File: src/source/execute_pkg.sv
// Shared widths and micro-op field encodings; imported by the execute stage RTL and its testbench
package execute_pkg;

    localparam int xlen       = 32;             // Data path width
    localparam int reg_addr_w = 5;              // Register file index
    localparam int shamt_w    = $clog2(xlen);   // Shift amount taken from operand 2
    localparam int cnt_w      = $clog2(xlen) + 1; // Bit counts reach 32
    localparam int mul_w      = xlen + 1;       // Operand with room for the sign choice
    localparam int prod_w     = 2 * mul_w;      // Full signed product

    // Which unit produces the result of the micro-op
    typedef enum logic [1:0] {
        unit_none     = 2'd0,
        unit_alu      = 2'd1,
        unit_bitmanip = 2'd2,
        unit_mul      = 2'd3
    } unit_e;

    typedef enum logic [3:0] {
        alu_add  = 4'd0,                        // Also branch and jump targets
        alu_sub  = 4'd1,
        alu_and  = 4'd2,
        alu_or   = 4'd3,
        alu_xor  = 4'd4,
        alu_sll  = 4'd5,
        alu_srl  = 4'd6,
        alu_sra  = 4'd7,
        alu_slt  = 4'd8,
        alu_sltu = 4'd9
    } alu_op_e;

    typedef enum logic [2:0] {
        bit_rvrs  = 3'd0,                       // Byte reverse
        bit_cntz  = 3'd1,                       // Trailing zero count
        bit_cntp  = 3'd2,                       // Population count
        bit_pkg   = 3'd3,                       // Pack low halves
        bit_sladd = 3'd4,                       // Shift left by one and add
        bit_hmdst = 3'd5                        // Hamming distance
    } bit_op_e;

    typedef enum logic [1:0] {
        mul_mul    = 2'd0,
        mul_mulh   = 2'd1,
        mul_mulhsu = 2'd2,
        mul_mulhu  = 2'd3
    } mul_op_e;

    typedef enum logic [3:0] {
        br_none = 4'd0,
        br_eq   = 4'd1,
        br_ne   = 4'd2,
        br_lt   = 4'd3,
        br_ge   = 4'd4,
        br_ltu  = 4'd5,
        br_geu  = 4'd6,
        br_jal  = 4'd7,
        br_jalr = 4'd8
    } branch_op_e;

endpackage

File: src/source/arith_logic_unit.sv
// Combinational integer ALU of the execute stage; its adder output also serves as the branch target
`timescale 1ns/1ps

module arith_logic_unit (
    input  execute_pkg::alu_op_e          op_i,
    input  logic [execute_pkg::xlen-1:0]  value1_i,
    input  logic [execute_pkg::xlen-1:0]  value2_i,
    output logic [execute_pkg::xlen-1:0]  result_o
);

    import execute_pkg::*;

    logic [xlen-1:0]    sum;
    logic [xlen-1:0]    diff;
    logic [shamt_w-1:0] shamt;
    logic               lt_signed;
    logic               lt_unsigned;

    assign sum   = value1_i + value2_i;         // Single adder for add and targets
    assign diff  = value1_i - value2_i;
    assign shamt = value2_i[shamt_w-1:0];       // Only low bits select the shift

    assign lt_signed   = $signed(value1_i) < $signed(value2_i);
    assign lt_unsigned = value1_i < value2_i;

    always_comb begin
        case (op_i)
            alu_add: begin
                result_o = sum;
            end
            alu_sub: begin
                result_o = diff;
            end
            alu_and: begin
                result_o = value1_i & value2_i;
            end
            alu_or: begin
                result_o = value1_i | value2_i;
            end
            alu_xor: begin
                result_o = value1_i ^ value2_i;
            end
            alu_sll: begin
                result_o = value1_i << shamt;
            end
            alu_srl: begin
                result_o = value1_i >> shamt;
            end
            alu_sra: begin
                result_o = $signed(value1_i) >>> shamt; // Sign bit fills from the top
            end
            alu_slt: begin
                result_o = {{(xlen - 1){1'b0}}, lt_signed};
            end
            alu_sltu: begin
                result_o = {{(xlen - 1){1'b0}}, lt_unsigned};
            end
            default: begin
                result_o = sum;                 // Unused codes behave as add
            end
        endcase
    end

endmodule

File: src/source/bit_manip_unit.sv
// Combinational bit-manipulation unit of the execute stage for the extension operations
`timescale 1ns/1ps

module bit_manip_unit (
    input  execute_pkg::bit_op_e          op_i,
    input  logic [execute_pkg::xlen-1:0]  value1_i,
    input  logic [execute_pkg::xlen-1:0]  value2_i,
    output logic [execute_pkg::xlen-1:0]  result_o
);

    import execute_pkg::*;

    logic [xlen-1:0]  byte_rev;
    logic [xlen-1:0]  pop_src;
    logic [cnt_w-1:0] pop_count;
    logic [cnt_w-1:0] tz_count;
    logic [xlen-1:0]  packed_val;
    logic [xlen-1:0]  shadd_val;

    assign byte_rev = {value1_i[7:0], value1_i[15:8], value1_i[23:16], value1_i[31:24]};

    // One counter serves both cntp and hmdst
    assign pop_src = (op_i == bit_hmdst) ? (value1_i ^ value2_i) : value1_i;

    always_comb begin
        pop_count = '0;
        for (int i = 0; i < xlen; i++) begin
            pop_count = pop_count + cnt_w'(pop_src[i]);
        end
    end

    // Scan from the top so the lowest set bit wins
    always_comb begin
        tz_count = cnt_w'(xlen);                // All zero input gives 32
        for (int i = xlen - 1; i >= 0; i--) begin
            if (value1_i[i]) begin
                tz_count = cnt_w'(i);
            end
        end
    end

    assign packed_val = {value2_i[xlen/2-1:0], value1_i[xlen/2-1:0]}; // Value1 in low half
    assign shadd_val  = (value1_i << 1) + value2_i;

    always_comb begin
        case (op_i)
            bit_rvrs: begin
                result_o = byte_rev;
            end
            bit_cntz: begin
                result_o = {{(xlen - cnt_w){1'b0}}, tz_count};
            end
            bit_cntp: begin
                result_o = {{(xlen - cnt_w){1'b0}}, pop_count};
            end
            bit_pkg: begin
                result_o = packed_val;
            end
            bit_sladd: begin
                result_o = shadd_val;
            end
            bit_hmdst: begin
                result_o = {{(xlen - cnt_w){1'b0}}, pop_count}; // XOR already applied
            end
            default: begin
                result_o = '0;
            end
        endcase
    end

endmodule

File: src/source/multiplier_unit.sv
// Two-stage pipelined signed multiplier for mul, mulh, mulhsu and mulhu; result two edges after start
`timescale 1ns/1ps

module multiplier_unit (
    input  logic                          clk_i,
    input  logic                          rst_i,
    input  logic                          start_i,
    input  execute_pkg::mul_op_e          op_i,
    input  logic [execute_pkg::xlen-1:0]  value1_i,
    input  logic [execute_pkg::xlen-1:0]  value2_i,
    output logic                          done_o,
    output logic [execute_pkg::xlen-1:0]  result_o
);

    import execute_pkg::*;

    logic               op1_signed;
    logic               op2_signed;
    logic [mul_w-1:0]   op1_ext;
    logic [mul_w-1:0]   op2_ext;

    logic signed [mul_w-1:0]  op1_q;            // Stage 1 operands
    logic signed [mul_w-1:0]  op2_q;
    logic                     high_q;
    logic                     valid1_q;

    logic signed [prod_w-1:0] product;

    // Signedness per operation
    assign op1_signed = (op_i == mul_mulh) || (op_i == mul_mulhsu);
    assign op2_signed = (op_i == mul_mulh);

    assign op1_ext = {op1_signed & value1_i[xlen-1], value1_i};
    assign op2_ext = {op2_signed & value2_i[xlen-1], value2_i};

    // Valid pipeline
    always_ff @(posedge clk_i) begin
        if (rst_i) begin
            valid1_q <= 1'b0;
            done_o   <= 1'b0;
        end else begin
            valid1_q <= start_i;
            done_o   <= valid1_q;
        end
    end

    // Stage 1 captures extended operands
    always_ff @(posedge clk_i) begin
        if (start_i) begin
            op1_q  <= $signed(op1_ext);
            op2_q  <= $signed(op2_ext);
            high_q <= (op_i != mul_mul);        // Every other op wants the upper word
        end
    end

    assign product = op1_q * op2_q;             // 33x33 fits 66 bits with no overflow

    // Stage 2 picks the wanted word
    always_ff @(posedge clk_i) begin
        if (valid1_q) begin
            if (high_q) begin
                result_o <= product[2*xlen-1:xlen];
            end else begin
                result_o <= product[xlen-1:0];
            end
        end
    end

endmodule

File: src/source/execute_stage.sv
// Execute stage top; runs ALU, bit-manip and multiply micro-ops, resolves branches, drives writeback
`timescale 1ns/1ps

module execute_stage (
    input  logic                                clk_i,
    input  logic                                rst_i,

    // Decoded micro-op from register read
    input  execute_pkg::unit_e                  unit_i,
    input  execute_pkg::alu_op_e                alu_op_i,
    input  execute_pkg::bit_op_e                bit_op_i,
    input  execute_pkg::mul_op_e                mul_op_i,
    input  execute_pkg::branch_op_e             branch_op_i,
    input  logic [execute_pkg::reg_addr_w-1:0]  rd_addr_i,
    input  logic                                rd_write_i,
    input  logic [execute_pkg::xlen-1:1]        pc_plus4_i,     // Halfword address of PC+4
    input  logic [execute_pkg::xlen-1:0]        value1_i,       // Forwarded and imm selected
    input  logic [execute_pkg::xlen-1:0]        value2_i,
    input  logic                                cmp_lt_i,
    input  logic                                cmp_ltu_i,
    input  logic                                cmp_eq_i,

    // Branch resolution in the issue cycle
    output logic [execute_pkg::xlen-1:1]        branch_target_o,
    output logic                                branch_taken_o,

    // Forwarding back to decode
    output logic [execute_pkg::xlen-1:0]        forward_value_o,
    output logic                                forward_valid_o,

    // Single-cycle writeback port
    output logic                                wb_write_en_o,
    output logic [execute_pkg::reg_addr_w-1:0]  wb_rd_addr_o,
    output logic [execute_pkg::xlen-1:0]        wb_rd_value_o,

    // Multiplier writeback port
    output logic                                mul_write_en_o,
    output logic [execute_pkg::reg_addr_w-1:0]  mul_rd_addr_o,
    output logic [execute_pkg::xlen-1:0]        mul_value_o
);

    import execute_pkg::*;

    logic [xlen-1:0]       alu_result;
    logic [xlen-1:0]       bit_result;
    logic [xlen-1:0]       unit_result;
    logic [xlen-1:0]       link_value;
    logic [xlen-1:0]       rd_value_next;
    logic                  is_jump;
    logic                  single_cycle;
    logic                  mul_start;
    logic                  mul_done;

    logic [reg_addr_w-1:0] mul_rd_q1;           // Metadata beside multiplier stage 1
    logic                  mul_wr_q1;
    logic                  mul_wr_q2;

    arith_logic_unit alu_i (
        .op_i     (alu_op_i),
        .value1_i (value1_i),
        .value2_i (value2_i),
        .result_o (alu_result)
    );

    bit_manip_unit bit_manip_i (
        .op_i     (bit_op_i),
        .value1_i (value1_i),
        .value2_i (value2_i),
        .result_o (bit_result)
    );

    assign mul_start = (unit_i == unit_mul);

    multiplier_unit multiplier_i (
        .clk_i    (clk_i),
        .rst_i    (rst_i),
        .start_i  (mul_start),
        .op_i     (mul_op_i),
        .value1_i (value1_i),
        .value2_i (value2_i),
        .done_o   (mul_done),
        .result_o (mul_value_o)
    );

    // Branch condition decoder
    always_comb begin
        case (branch_op_i)
            br_eq:   branch_taken_o = cmp_eq_i;
            br_ne:   branch_taken_o = ~cmp_eq_i;
            br_lt:   branch_taken_o = cmp_lt_i;
            br_ge:   branch_taken_o = ~cmp_lt_i;
            br_ltu:  branch_taken_o = cmp_ltu_i;
            br_geu:  branch_taken_o = ~cmp_ltu_i;
            br_jal:  branch_taken_o = 1'b1;
            br_jalr: branch_taken_o = 1'b1;
            default: branch_taken_o = 1'b0;     // None and unused codes never redirect
        endcase
    end

    assign branch_target_o = alu_result[xlen-1:1]; // PC+imm or rs1+imm from the ALU adder

    assign is_jump    = (branch_op_i == br_jal) || (branch_op_i == br_jalr);
    assign link_value = {pc_plus4_i, 1'b0};     // Back to a byte address

    // Unit selector
    assign unit_result   = (unit_i == unit_bitmanip) ? bit_result : alu_result;
    assign rd_value_next = is_jump ? link_value : unit_result;

    // Result known this cycle for ALU, bit-manip and jumps only
    assign single_cycle = ((unit_i == unit_alu) || (unit_i == unit_bitmanip) || is_jump)
                          && (unit_i != unit_mul);

    assign forward_value_o = rd_value_next;
    assign forward_valid_o = single_cycle;

    always_ff @(posedge clk_i) begin
        if (rst_i) begin
            wb_write_en_o <= 1'b0;
        end else begin
            wb_write_en_o <= single_cycle & rd_write_i;
        end
    end

    always_ff @(posedge clk_i) begin
        wb_rd_addr_o  <= rd_addr_i;
        wb_rd_value_o <= rd_value_next;
    end

    // Destination travels two edges beside each multiply
    always_ff @(posedge clk_i) begin
        if (rst_i) begin
            mul_wr_q1 <= 1'b0;
            mul_wr_q2 <= 1'b0;
        end else begin
            mul_wr_q1 <= mul_start & rd_write_i;
            mul_wr_q2 <= mul_wr_q1;
        end
    end

    always_ff @(posedge clk_i) begin
        mul_rd_q1     <= rd_addr_i;
        mul_rd_addr_o <= mul_rd_q1;
    end

    assign mul_write_en_o = mul_done & mul_wr_q2;

endmodule

File: config.mk
export PLATFORM = sky130hd
export DESIGN_NAME = execute_stage
export DESIGN_NICKNAME = d
export VERILOG_FILES = /design/src/source/execute_pkg.sv /design/src/source/arith_logic_unit.sv /design/src/source/bit_manip_unit.sv /design/src/source/multiplier_unit.sv /design/src/source/execute_stage.sv
export SDC_FILE = /design/constraint.sdc
export NUM_CORES = 2
export LEC_CHECK = 0
export ABC_AREA = 0
export BUFFER_PORTS_ARGS = -buffer_cell sky130_fd_sc_hd__clkbuf_2
export CAP_MARGIN = 30
export CORE_MARGIN = 3
export CORE_UTILIZATION = 49
export DETAILED_ROUTE_END_ITERATION = 16
export HOLD_SLACK_MARGIN = 0.05
export PLACE_DENSITY = 0.73
export SYNTH_ARGS = -nofsm -noshare
export SYNTH_HDL_FRONTEND = slang
export SYNTH_SLANG_ARGS = --single-unit
File: constraint.sdc
create_clock -name clk_i -period 14.7 [get_ports clk_i]
set_input_delay 2.94 -clock clk_i [delete_from_list [all_inputs] [get_ports clk_i]]
set_output_delay 2.94 -clock clk_i [all_outputs]
set_load 0.05 [all_outputs]
==> flow_summary.ini <==
[run_status]
status = finished, final reports clean

[placement]
place_area_sq_um = 58100
post-place-ws_ns = 1.16
io_buffer_count = 261
routabilityCongestion = 1.05
place.detailed.hpwl_microns = 156000

[route]
wl_per_cell_microns = 26.5
drt_iter0_markers = 5395
post-route-drc-count = 0
vias_per_cell = 6.06
firstDrtPassIters = 8
drt_wl_total_microns = 206000
vias = 47000
ant_nets = 0

[clock_network]
cts_tree = done
h-tree-depth = 4
cts_sinks = 146
cts_made_buffers = 17
root_buffer = clkbuf_16
cts_resized = 0
clk_pin_slew_ns = 0.07
cts_max_path_buffers = 2
hold_buffers = 0
insertion_delay_ns = 0.53
post-cts-setup-buffer-count = 0

[global_routing]
grt_max_degree = 66
grt.overflow.total = 0
globalRouteTotalUtil_pct = 35.4
grt_pass1_vias = 49100
grt_pass1_wl_microns = 308000
grt_antenna_before_repair = 11

[worst_setup_path]
path_class = in2out
crit_required_ns = 11.76
end_kind = output pin
cp_max_fo = 46
cp.arrival_ns = 10.72
critical_path.startpoint_type = primary input

[floorplanning]
die_x_microns = 343
die_height_microns = 343
dieArea_sq_um = 117000
core_sq_um = 112000
floorplan.initialDensity_pct = 49.8
ios = 262
placementRows = 122

[final_layout]
final_area_sq_um = 58700
fin_nets = 7861
layout_commonest_cell = inv_1
drive_above_1_share_pct = 8.48
area_growth_pct = 5.76
layout_common_cells = inv_1, fa_1, nand2_1

[sta]
final.min_clock_period_ns = 13.66
fmax_ghz = 0.0732
fin_tns_setup_ns = 0
slew_headroom_pct = 24.1
setup_viol_count_final = 0
drv_slew = 0
hold-worst-slack_ns = 0.351
rsz0062_at_grt = false
fin_ws_ns = 1.04
hold_viol = 0
period_share_pct = 92.9
worst_pin_slew_ns = 1.13
skew_ns = 0.0325

[yosys]
ys_types = 105
yosysWarnings = 0
ys_async_sr_fraction_pct = 0
syn_inst = 6215
syn_nets = 7839
ys_ff_latch = 146
yosysSeqAreaShare_pct = 7.05
synth_edf_count = 99
synth_top_area_share_pct = 41.5
synth_largest_area_cell = fa_1
synth_area_sq_um = 55500
synth-main-ff-cell = edfxtp_1
synth_area_per_cell_sq_um = 8.93
ys_top_cells_by_area = fa_1, inv_1, ha_1, and2_1, edfxtp_1

[run]
maxCapViolations = 0

[worst_hold_path]
min_path_type = reg2reg
kinds of logic after synthesis:
| logic type | synth area share (%) |
|---|---|
| compound gates | 10.7 |
| mux | 3.75 |
| xor+xnor | 1.77 |
| buf+inv | 11.1 |
| flops | 7.05 |
| simple gates | 16.2 |
| fa+ha+maj | 49.4 |
through the flow:
stage	std cells	util, %
floorplan	6215	-
global placement	7703	52.0
detailed placement	7704	52.1
CTS	7736	52.6
global route	7739	52.6
finish	7747	52.6
Yosys cell counts (19+ instances only):
| master | instances |
|---|---|
| o21bai_1 | 34 |
| o31ai_1 | 22 |
| mux2i_1 | 47 |
| a21oi_1 | 233 |
| a211oi_1 | 43 |
| dfxtp_1 | 47 |
| nor4_1 | 21 |
| nor2b_1 | 44 |
| a221oi_1 | 24 |
| a221o_1 | 20 |
| o22ai_1 | 21 |
| mux4_2 | 57 |
| nand4_1 | 21 |
| edfxtp_1 | 99 |
| o211ai_1 | 28 |
| clkbuf_1 | 323 |
| o21ai_0 | 150 |
| nor3_1 | 42 |
| o21ai_1 | 19 |
| a21o_1 | 59 |
| a22oi_1 | 24 |
| nor2_1 | 262 |
| fa_1 | 1152 |
| and3_1 | 22 |
| ha_1 | 351 |
| nand3_1 | 44 |
| inv_1 | 1240 |
| xnor2_1 | 74 |
| buf_2 | 25 |
| and2_1 | 553 |
| nand2_1 | 723 |
| nand2b_1 | 30 |
| xor2_1 | 38 |
| a31oi_1 | 33 |
critical path, stage by stage:
cell	delay, ns
clkbuf_2	0.39
nand2_1	0.21
or2_2	0.76
mux2_2	0.42
ha_1	0.29
inv_1	0.07
fa_1	0.44
fa_1	0.56
fa_1	0.45
fa_1	0.48
fa_1	0.50
inv_1	0.05
fa_1	0.48
inv_1	0.05
fa_1	0.41
fa_1	0.47
inv_1	0.07
a21o_1	0.10
a21oi_1	0.07
xor2_1	0.17
o21ai_0	0.16
a22oi_1	0.10
o221ai_1	0.29
a22oi_1	0.13
o21ai_0	0.28
clkbuf_2	0.34
flip-flops by register name (all words and copies together) (netlist names), 5 cells and up:
| name | count |
|---|---|
| multiplier_i.op2_q | 33 |
| wb_rd_value_o | 32 |
| mul_rd_addr_o | 5 |
| mul_rd_q1 | 5 |
| multiplier_i.result_o | 32 |
| multiplier_i.op1_q | 33 |
per-layer routing:
| metal | vias up | share of wire [%] | GRT usage (%) |
|---|---|---|---|
| met2 | 3086 | 45 | 54.8 |
| met5 | - | 0.021 | 0 |
| met3 | 687 | 12 | 9.86 |
| met4 | 6 | 6.6 | 19.1 |
| li1 | 19500 | - | - |
| met1 | 23700 | 37 | 45.1 |
final timing paths:
kind,slack [ns],endpoint,from,depth (start not counted)
setup / recovery,1.04,forward_value_o[4],bit_op_i[2],26
setup reg to reg,5.27,multiplier_i.result_o[31],multiplier_i.op2_q[6],26
hold / removal,0.35,mul_rd_addr_o[2],mul_rd_q1[2],0
hold reg to reg,0.35,mul_rd_addr_o[2],mul_rd_q1[2],0
final cells by class:
cell class	instances	area, sq um
antenna	9	22.5
clock buffer	17	425
clock inverter	15	171
fill	10200	52900
inverter	1246	4680
multi-input combinational	4454	45500
sequential	146	3920
tap	1488	1860
timing repair buffer	372	2150
Power is left out: the tool's default activity adds up to more than one toggle a clock period on the data nets, which glitch-free logic cannot reach.
